==> src/common/soc_pkg.sv <==
package soc_pkg;

    localparam int XLEN = 64;

    // RAM region, 32-bit words
    localparam logic [XLEN-1:0] RAM_BASE = 64'h8000_0000;
    localparam int RAM_WORDS = 2048;
    localparam int RAM_AW = 11;

    // timer locations
    localparam logic [XLEN-1:0] MTIME_ADDR = 64'h0200_BFF8;
    localparam logic [XLEN-1:0] MTIMECMP_ADDR = 64'h0200_4000;
    localparam logic [XLEN-1:0] MTIMECMP_RESET = 64'h8000_0000;

    // interrupt controller map, offsets relative to PLIC_BASE
    localparam logic [XLEN-1:0] PLIC_BASE = 64'h0C00_0000;
    localparam logic [21:0] PLIC_PENDING_OFS = 22'h00_1000;
    localparam logic [21:0] PLIC_ENABLE_OFS = 22'h00_2000;
    localparam logic [21:0] ENABLE_STRIDE = 22'h00_0080;
    localparam logic [21:0] PLIC_THRESHOLD_OFS = 22'h20_0000;
    localparam logic [21:0] PLIC_CLAIM_OFS = 22'h20_0004;
    localparam logic [21:0] CONTEXT_STRIDE = 22'h00_1000;

    localparam int PLIC_SOURCES = 6;
    localparam int PRIO_W = 3;
    localparam int UART_IRQ_ID = 1;

    // access size field
    localparam logic [1:0] SZ_B = 2'b00;
    localparam logic [1:0] SZ_H = 2'b01;
    localparam logic [1:0] SZ_W = 2'b10;
    localparam logic [1:0] SZ_D = 2'b11;

    // load/store type from the core
    // loads  000 lb, 001 lh, 010 lw, 011 ld, 100 lbu, 101 lhu, 110 lwu
    // stores 000 sb, 001 sh, 010 sw, 011 sd
    typedef union packed {
        logic [2:0] code;
        struct packed {
            logic       is_unsigned;
            logic [1:0] size;
        } f;
    } ls_type_u;

endpackage

==> src/bus_fabric.sv <==
`timescale 1ns/100ps

module bus_fabric import soc_pkg::*; (
    input  logic              CLOCK_50,
    input  logic              KEY0,
    input  logic [XLEN-1:0]   bus_address,
    input  logic [XLEN-1:0]   bus_write_data,
    input  logic [XLEN-1:0]   mtime,
    input  ls_type_u          bus_ls_type,
    input  logic              bus_read_enable,
    input  logic              bus_write_enable,
    output logic [XLEN-1:0]   bus_read_data,
    output logic              bus_read_done,
    output logic              bus_write_done,
    output logic              ram_sel,
    output logic [RAM_AW-1:0] ram_word,
    input  logic [XLEN-1:0]   ram_rdata,
    input  logic              ram_last,
    output logic              plic_sel,
    output logic [21:0]       plic_offset,
    output logic              plic_rd,
    output logic              plic_wr,
    input  logic [31:0]       plic_rdata
);

    logic            ram_hit;
    logic            plic_hit;
    logic            mtime_hit;
    logic            cmp_hit;
    logic            finish;
    logic [XLEN-1:0] mtimecmp;
    logic [XLEN-1:0] rd_mux;

    // address decode, address is held for the whole access
    assign ram_hit   = (bus_address >= RAM_BASE) &&
                       (bus_address < RAM_BASE + XLEN'(RAM_WORDS * 4));
    assign plic_hit  = bus_address[XLEN-1:22] == PLIC_BASE[XLEN-1:22];
    assign mtime_hit = bus_address == MTIME_ADDR;
    assign cmp_hit   = bus_address == MTIMECMP_ADDR;

    assign ram_sel     = ram_hit;
    assign plic_sel    = plic_hit;
    assign plic_offset = bus_address[21:0];
    assign plic_rd     = !bus_read_done;  // qualified by plic_sel downstream
    assign plic_wr     = !bus_write_done;

    // doubleword RAM accesses stretch until the port reports its last step
    assign finish = !ram_hit || ram_last;

    // word index latched with the enable
    always_ff @(posedge CLOCK_50) begin
        if (bus_read_enable || bus_write_enable) begin
            ram_word <= bus_address[RAM_AW+1:2];
        end
    end

    always_comb begin
        rd_mux = '0; // unmapped reads return zero
        if (ram_hit) begin
            rd_mux = ram_rdata; // already extended by the RAM port
        end else if (plic_hit) begin
            rd_mux = XLEN'(plic_rdata);
        end else if (mtime_hit) begin
            rd_mux = mtime;
        end else if (cmp_hit) begin
            rd_mux = mtimecmp;
        end
    end

    always_ff @(posedge CLOCK_50 or negedge KEY0) begin
        if (!KEY0) begin
            bus_read_done  <= 1'b1;
            bus_write_done <= 1'b1;
            bus_read_data  <= '0;
            mtimecmp       <= MTIMECMP_RESET;
        end else begin
            if (bus_read_enable) begin
                bus_read_done <= 1'b0;
            end else if (!bus_read_done && finish) begin
                bus_read_data <= rd_mux;
                bus_read_done <= 1'b1;
            end

            if (bus_write_enable) begin
                bus_write_done <= 1'b0;
            end else if (!bus_write_done && finish) begin
                if (cmp_hit) begin
                    mtimecmp <= bus_write_data;
                end
                bus_write_done <= 1'b1; // unmapped writes just complete
            end
        end
    end

    a_one_enable: assert property (@(posedge CLOCK_50) disable iff (!KEY0)
        !(bus_read_enable && bus_write_enable))
        else $error("read and write enable high together");

    // only one access in flight
    a_no_overlap: assert property (@(posedge CLOCK_50) disable iff (!KEY0)
        (bus_read_enable || bus_write_enable) |-> (bus_read_done && bus_write_done))
        else $error("new access started before the previous one completed");

    // the type only matters to the RAM port, but it must stay stable meanwhile
    a_type_stable: assert property (@(posedge CLOCK_50) disable iff (!KEY0)
        (!bus_read_done || !bus_write_done) |-> $stable(bus_ls_type.code))
        else $error("load/store type changed during an access");

endmodule

==> config.mk <==
export PLATFORM = sky130hd
export DESIGN_NAME = bus_fabric
export DESIGN_NICKNAME = d
export VERILOG_FILES = /design/src/common/soc_pkg.sv /design/src/bus_fabric.sv
export SDC_FILE = /design/constraint.sdc
export NUM_CORES = 1
export LEC_CHECK = 0
export ABC_AREA = 1
export BUFFER_PORTS_ARGS = -buffer_cell sky130_fd_sc_hd__buf_4
export CAP_MARGIN = 25
export CORE_AREA = 2 2 157 159
export CTS_BUF_LIST = sky130_fd_sc_hd__clkbuf_8
export DETAILED_ROUTE_END_ITERATION = 10
export DIE_AREA = 0 0 159 161
export GPL_TIMING_DRIVEN = 1
export PLACE_DENSITY = 0.66
export SYNTH_ARGS = -nofsm -noshare
export SYNTH_HDL_FRONTEND = slang
export SYNTH_SLANG_ARGS = --single-unit
==> constraint.sdc <==
create_clock -name CLOCK_50 -period 4.1 [get_ports CLOCK_50]
set_input_delay 0.205 -clock CLOCK_50 [delete_from_list [all_inputs] [get_ports CLOCK_50]]
set_output_delay 0.205 -clock CLOCK_50 [all_outputs]
set_load 0.05 [all_outputs]
==> flow_summary.json, run 1 <==
{
  "drcViolationCount": 0,
  "finalMaxSlewViolations": 0,
  "cp-start-kind": "input port",
  "chipHeight_um": 161,
  "synth_edf_count": 11,
  "firstDrtPassIters": 7,
  "period_needed_ps": 2412,
  "timing.final.crit_share": 0.5883,
  "swShare": 0.3559,
  "cts_tree": "yes",
  "cts_setup_buffers": 0,
  "synth-simple-area-share": 0.3617,
  "clock-sinks": 141,
  "cp-end-kind": "flip-flop",
  "syn_area_per_cell_um2": 6.989,
  "h-tree-depth": 4,
  "vdd_drop_max_mv": 0.2291,
  "dp_slack_ps": 1323,
  "synthTopCellsByCount": "291 x nand2_1, 211 x nor2_1, 135 x nand3_1",
  "core_area_um2": 23960,
  "crit_path_max_fanout": 43,
  "max-slew-margin-rel": 0.4866,
  "netlist_top_cells_area": "dfrtp_1 39%, nand2_1 13%, nor2_1 9.6%",
  "synth_fa_ha_area_frac": 0,
  "hold_class": "input port to flip-flop",
  "port_buffers": 395,
  "finalHoldViolCount": 0,
  "drv_cap": 0,
  "ys_types": 27,
  "synth_seq_cells": 141,
  "grt_max_degree": 129,
  "power.density_nw_per_um2": 302.4,
  "root_buffer": "clkbuf_8",
  "syn2layout_area_growth_pct": 50.37,
  "rsz0062_at_grt": "false",
  "crit_type": "input port to flip-flop",
  "drive_gt1_frac": 0.2896,
  "clkPwrFrac": 0.317,
  "dp_hpwl_um": 21150,
  "synth.yosys.seq_area_share": 0.4364,
  "vias": 9105,
  "die_w_um": 159,
  "synth-compound-area-share": 0.08129,
  "setup_viol": 0,
  "io_pins": 399,
  "num_rows": 57,
  "p_int_mw": 2.408,
  "grt_pass1_wl_um": 47420,
  "synthMuxAreaShare": 0,
  "worstSkewPairLatency_ps": 470,
  "worst_clock_skew_ps": 24.06,
  "syn_area_um2": 8219,
  "grt_pass1_vias": 8889,
  "p_comb_frac": 0.273,
  "cp.required_ps": 4490,
  "clockBufferDepth": 2,
  "clkSlewWorstSetupHoldPaths_ps": 110,
  "routed_wl_um": 30250,
  "multiInputGateArea_um2": 3651,
  "start_util": 0.3430,
  "synth_top_family_by_area": "simple AND/OR/NAND/NOR gates",
  "synth_ff_type": "dfrtp_1",
  "tns_ps": 0,
  "antenna_found_initial": 1,
  "routabilityCongestion": 0.8885,
  "fmax_mhz": 414.6,
  "yosysTopAreaCellShare": 0.3867,
  "synth_nets": 1472,
  "grt_remaining_overflow": 0,
  "grt_usage": 0.2330,
  "seqPwrFrac": 0.409,
  "numCtsBuffers": 17,
  "first_iter_violations": 719,
  "status": "complete, no violations",
  "synthArstFlopShare": 0.9220,
  "wl_per_cell_um": 15.72,
  "fin_ws_ps": 1688,
  "synthMostInstantiatedCell": "nand2_1",
  "leakage_nw": 6.508,
  "cp.arrival_ps": 2800,
  "worst_pin_slew_ps": 770.1,
  "syn_inst": 1176,
  "drtAntennaViolNets": 0,
  "synthXorXnorAreaFrac": 0,
  "dieArea_um2": 25600,
  "fill_cells": 2363,
  "ys_warn_count": 0,
  "num-nets-final": 1882,
  "drt-vias-per-instance": 4.732,
  "switchingPower_mw": 1.330,
  "regArea_um2": 3587,
  "synth_area_leader_cell": "dfrtp_1"
}
## state kept, by name, summed over array words and instances, names as in the netlist
register,cells
bus_read_data,64
mtimecmp,64
ram_word,11
bus_read_done,1
bus_write_done,1
## what timing repair did
item | CTS | global route
gates resized for setup | 0 | 0
hold endpoints to repair | 148 | 0
hold buffers | 78 | 0
## worst paths after layout
kind / startpoint / to / slack, ps / depth (start not counted)
min in group asynchronous: KEY0 / bus_read_data[9] / 330 / 2
max in group asynchronous: KEY0 / bus_read_done / 2830 / 3
max reg2reg: bus_read_done / bus_read_data[10] / 1820 / 6
min: ram_rdata[52] / bus_read_data[52] / 60 / 5
min reg2reg: mtimecmp[31] / mtimecmp[31] / 480 / 2
max: bus_address[10] / bus_read_data[36] / 1690 / 14
## placed cells by master (no fill, tap or decap), types with 2 or more instances in the layout
master,count
edfxtp_1,11
buf_4,405
nand3_1,135
nor2_1,209
nand2_2,2
clkbuf_8,17
dlygate4sd3_1,78
inv_4,2
o21ai_1,88
buf_12,3
dfrtp_1,127
clkinv_8,2
inv_1,108
nand4_1,40
nand2_1,291
nand2_4,3
nor2_2,4
inv_8,4
dfstp_2,3
nor2_4,7
nor3_1,2
inv_6,6
o21ai_0,43
## power by group through the flow
stage / Sequential [mW] / Combinational [mW] / Clock (mW)
4_1_cts: 1.53 / 1.03 / 1.21
3_5_place_dp: 1.56 / 0.962 / 0
2_1_floorplan: 1.83 / 0.244 / 0
6_report: 1.53 / 1.02 / 1.19
5_1_grt: 1.54 / 1.09 / 1.27
3_3_place_gp: 1.55 / 0.959 / 0
## cell type report
type                            instances  area share
Sequential cell                       141      0.2902
Tap cell                              324     0.03280
Clock inverter                         15     0.01387
Clock buffer                           17     0.01893
Timing Repair Buffer                  487      0.3149
Multi-Input combinational cell        829      0.2954
Inverter                              110     0.03361
Antenna cell                            1   0.0002025
## per-stage QoR
step / hold slack, ps / power, mW / cells / cell area (um^2) / utilization
detailed placement: 294.6 / 2.520 / 1813 / 11170 / 0.4662
finish: 64.23 / 3.738 / 1924 / 12360 / 0.5158
global route: 65.90 / 3.897 / 1923 / 12360 / 0.5157
global placement: 293.6 / 2.513 / 1813 / 11170 / 0.4662
floorplan: -90.59 / 2.071 / 1176 / 8219 / -
CTS: 42.11 / 3.768 / 1923 / 12360 / 0.5157
## critical path, cell delays in order
cell,delay [ps]
dlygate4sd3_1,530
buf_4,120
nand2_1,50
inv_1,50
nand2_1,50
nor2_1,150
nand2_1,70
buf_4,240
nor2_4,520
buf_12,320
nand3_1,100
o21ai_0,150
nor2_1,90
nor2_1,120
## per-layer routing
metal / up-vias / global-route usage / wire, um
li1: 4541 / - / -
met1: 4103 / 0.2870 / 12350
met2: 403 / 0.3949 / 14610
met3: 58 / 0.06112 / 2341
met4: 0 / 0.08595 / 945
met5: - / 0 / 0
## logic make-up (layout without fill, tap and decap cells)
| family | Yosys count | after routing |
|---|---|---|
| AO/OA/AOI/OAI | 133 | 133 |
| buffers and inverters | 206 | 629 |
| flip-flops | 141 | 141 |
| other | 0 | 1 |
| AND/OR/NAND/NOR | 696 | 696 |
Note: power is estimated with default switching activity, not from simulation.
==> run 2, diff against run 1 <==
--- a/config.mk
+++ b/config.mk
@@ -5,7 +5,7 @@
 export SDC_FILE = /design/constraint.sdc
 export NUM_CORES = 1
 export LEC_CHECK = 0
-export ABC_AREA = 1
+export ABC_AREA = 0
 export BUFFER_PORTS_ARGS = -buffer_cell sky130_fd_sc_hd__buf_4
 export CAP_MARGIN = 25
 export CORE_AREA = 2 2 157 159
@@ -13,7 +13,7 @@
 export DETAILED_ROUTE_END_ITERATION = 10
 export DIE_AREA = 0 0 159 161
 export GPL_TIMING_DRIVEN = 1
-export PLACE_DENSITY = 0.66
+export PLACE_DENSITY = 0.61
 export SYNTH_ARGS = -nofsm -noshare
 export SYNTH_HDL_FRONTEND = slang
 export SYNTH_SLANG_ARGS = --single-unit
==> constraint.sdc (replaced) <==
create_clock -name CLOCK_50 -period 2.25 [get_ports CLOCK_50]
set_input_delay 0.1125 -clock CLOCK_50 [delete_from_list [all_inputs] [get_ports CLOCK_50]]
set_output_delay 0.1125 -clock CLOCK_50 [all_outputs]
set_load 0.05 [all_outputs]
==> run 2 against run 1 <==
Net effect:
- global-route usage decreased by 1.9 points
- core utilization decreased by 0.44 points
- highest routed layer unchanged
- critical path type unchanged
- area after synthesis decreased by 13%
- critical endpoint is now mtimecmp[17]
- die area unchanged
==> flow_summary.json, run 2 <==
{
  "syn_area_um2": 7177,
  "drv_cap": 0,
  "port_buffers": 395,
  "grt_remaining_overflow": 0,
  "path_buf_inv": 3,
  "hold_class": "input port to flip-flop",
  "grt_pass1_wl_um": 43050,
  "clkSlewWorstSetupHoldPaths_ps": 100,
  "p_total_mw": 6.144,
  "final_cell_mix": "410 x buf_4, 138 x dlygate4sd3_1, 127 x dfrtp_1",
  "dp_hpwl_um": 19330,
  "use_met1": 0.2640,
  "rsz0062_at_grt": "false",
  "vias": 7203,
  "worst_clock_skew_ps": 15.07,
  "fin_area_um2": 12250,
  "wl_per_cell_um": 19.32,
  "max-slew-margin-rel": 0.5442,
  "power.density_nw_per_um2": 501.4,
  "synth_ff_type": "dfrtp_1",
  "grt_usage": 0.2138,
  "n_antenna_cell": 0,
  "period_needed_ps": 2201,
  "core_area_um2": 23960,
  "hold_ws_ps": 32.33,
  "synth_nets": 895,
  "finalMaxSlewViolations": 0,
  "drt-vias-per-instance": 4.992,
  "place_area_um2": 10490,
  "numCtsBuffers": 17,
  "slowest_stage": "dlygate4sd3_1",
  "layout_commonest_cell": "buf_4",
  "routed_wl_um": 27870,
  "worst_pin_slew_ps": 683.7,
  "num_rows": 57,
  "start_util": 0.2995,
  "synth_area_leader_cell": "dfrtp_1",
  "cp.arrival_ps": 2530,
  "use_met2": 0.3628,
  "syn_inst": 599,
  "syn2layout_area_growth_pct": 70.75,
  "synthMostInstantiatedCell": "dfrtp_1",
  "synth.yosys.seq_area_share": 0.4998,
  "clockBufferDepth": 2,
  "worstSkewPairLatency_ps": 440,
  "vdd_drop_max_mv": 0.3569,
  "use_met3": 0.06086,
  "h-tree-depth": 4,
  "dieArea_um2": 25600,
  "synth-simple-area-share": 0.06921,
  "top_regs": "bus_read_data: 64 flops, mtimecmp: 64 flops, ram_word: 11 flops",
  "drtAntennaViolNets": 0,
  "synthMuxAreaShare": 0.1506,
  "synth_top_family_by_area": "compound AO/OA/AOI/OAI gates",
  "fmax_mhz": 454.3,
  "firstDrtPassIters": 5,
  "chipHeight_um": 161,
  "cp_top_family": "simple AND/OR/NAND/NOR gates",
  "finalHoldViolCount": 0,
  "clock-sinks": 141,
  "cp-start-kind": "input port",
  "worstPathCellList": "dlygate4sd3_1 > buf_4 > or3b_2 > nor4_2 > and4_1 > and3_4 > buf_12 > mux2_1",
  "crit_path_max_incr_delay_ps": 550,
  "drive_gt1_frac": 0.4540,
  "syn_area_per_cell_um2": 11.98,
  "routabilityCongestion": 0.8295,
  "synthArstFlopShare": 0.9220,
  "grt_max_degree": 68,
  "synth_fa_ha_area_frac": 0,
  "synthXorXnorAreaFrac": 0,
  "synth_edf_count": 11,
  "drcViolationCount": 0,
  "cts_tree": "yes",
  "first_iter_violations": 373,
  "cp-end-kind": "flip-flop",
  "timing.final.crit_share": 0.9782,
  "synth_seq_cells": 141,
  "ys_types": 38,
  "io_pins": 399,
  "status": "complete, no violations",
  "cp.required_ps": 2580,
  "leakage_nw": 5.738,
  "netlist_top_cells_area": "dfrtp_1 44%, mux2_1 10%, mux2_2 5.0%",
  "root_buffer": "clkbuf_8",
  "grt_pass1_vias": 7580,
  "die_w_um": 159,
  "crit_type": "input port to flip-flop",
  "crit_path_max_fanout": 24,
  "synthTopCellsByCount": "127 x dfrtp_1, 64 x mux2_1, 39 x clkbuf_1",
  "grt_busiest_layer": "met2",
  "num-nets-final": 1402,
  "synth-compound-area-share": 0.2090,
  "setup_viol": 0,
  "yosysTopAreaCellShare": 0.4428,
  "antenna_found_initial": 0,
  "ys_warn_count": 0
}
run 2: logic make-up (layout without fill, tap and decap cells):
group	count (synthesis)	in the layout
AOI/OAI and AO/OA	195	195
DFF	141	141
muxes	96	96
and+or+nand+nor	88	88
buffers and inverters	79	599
run 2: worst reg2reg max path: stages, from the launching register on:
cell      delay, ps
dfstp_2         430
nor2_4          190
nor4bb_1        290
nand4_1         230
buf_4           280
o32ai_1         210
a211oi_1         80
run 2: cell type report:
class,instances,area [um^2]
Clock buffer,18,247.7
Clock inverter,14,121.4
Fill cell,2130,11710
Inverter,3,11.26
Multi-Input combinational cell,379,3128
Sequential cell,141,3587
Tap cell,324,405.4
Timing Repair Buffer,564,4753
run 2: report_power, final:
group / switching, mW / total [mW] / internal [mW]
registers: 0.0484 / 2.70 / 2.65
logic: 0.747 / 1.45 / 0.701
clock network: 1.16 / 2.00 / 0.834
run 2: worst paths after layout:
path                           startpoint           endpoint  slack, ps  depth (start not counted)
max                        bus_address[2]       mtimecmp[17]         50                          8
min                         ram_rdata[36]  bus_read_data[36]         30                          3
max reg2reg                 bus_read_done   bus_read_data[8]        400                          6
min reg2reg                  mtimecmp[18]       mtimecmp[18]        490                          1
max in group asynchronous            KEY0       mtimecmp[49]       1290                          3
min in group asynchronous            KEY0  bus_read_data[20]        260                          2
run 2: timing repair:
action                     CTS  global route
buffers inserted             0             0
setup endpoints to repair    0            65
hold buffers               138             0
resized for setup            0             4
hold endpoints to repair   196             0
run 2: metrics by stage:
step,TNS (ps),util,std cells,setup WS (ps)
2_1_floorplan,0,-,599,167.7
3_3_place_gp,-40.60,0.4376,1273,-5.526
3_5_place_dp,-370.1,0.4376,1273,-29.17
4_1_cts,0,0.5107,1443,50.20
5_1_grt,0,0.5114,1443,6.685
6_report,0,0.5114,1443,48.95
run 2: per-layer routing:
metal | part of all wire | vias to the layer above | wire length, um
met1 | 0.41 | 3500 | 11500
li1 | - | 3340 | -
met4 | 0.022 | 0 | 625
met5 | 0 | - | 0
met2 | 0.49 | 330 | 13710
met3 | 0.073 | 33 | 2042
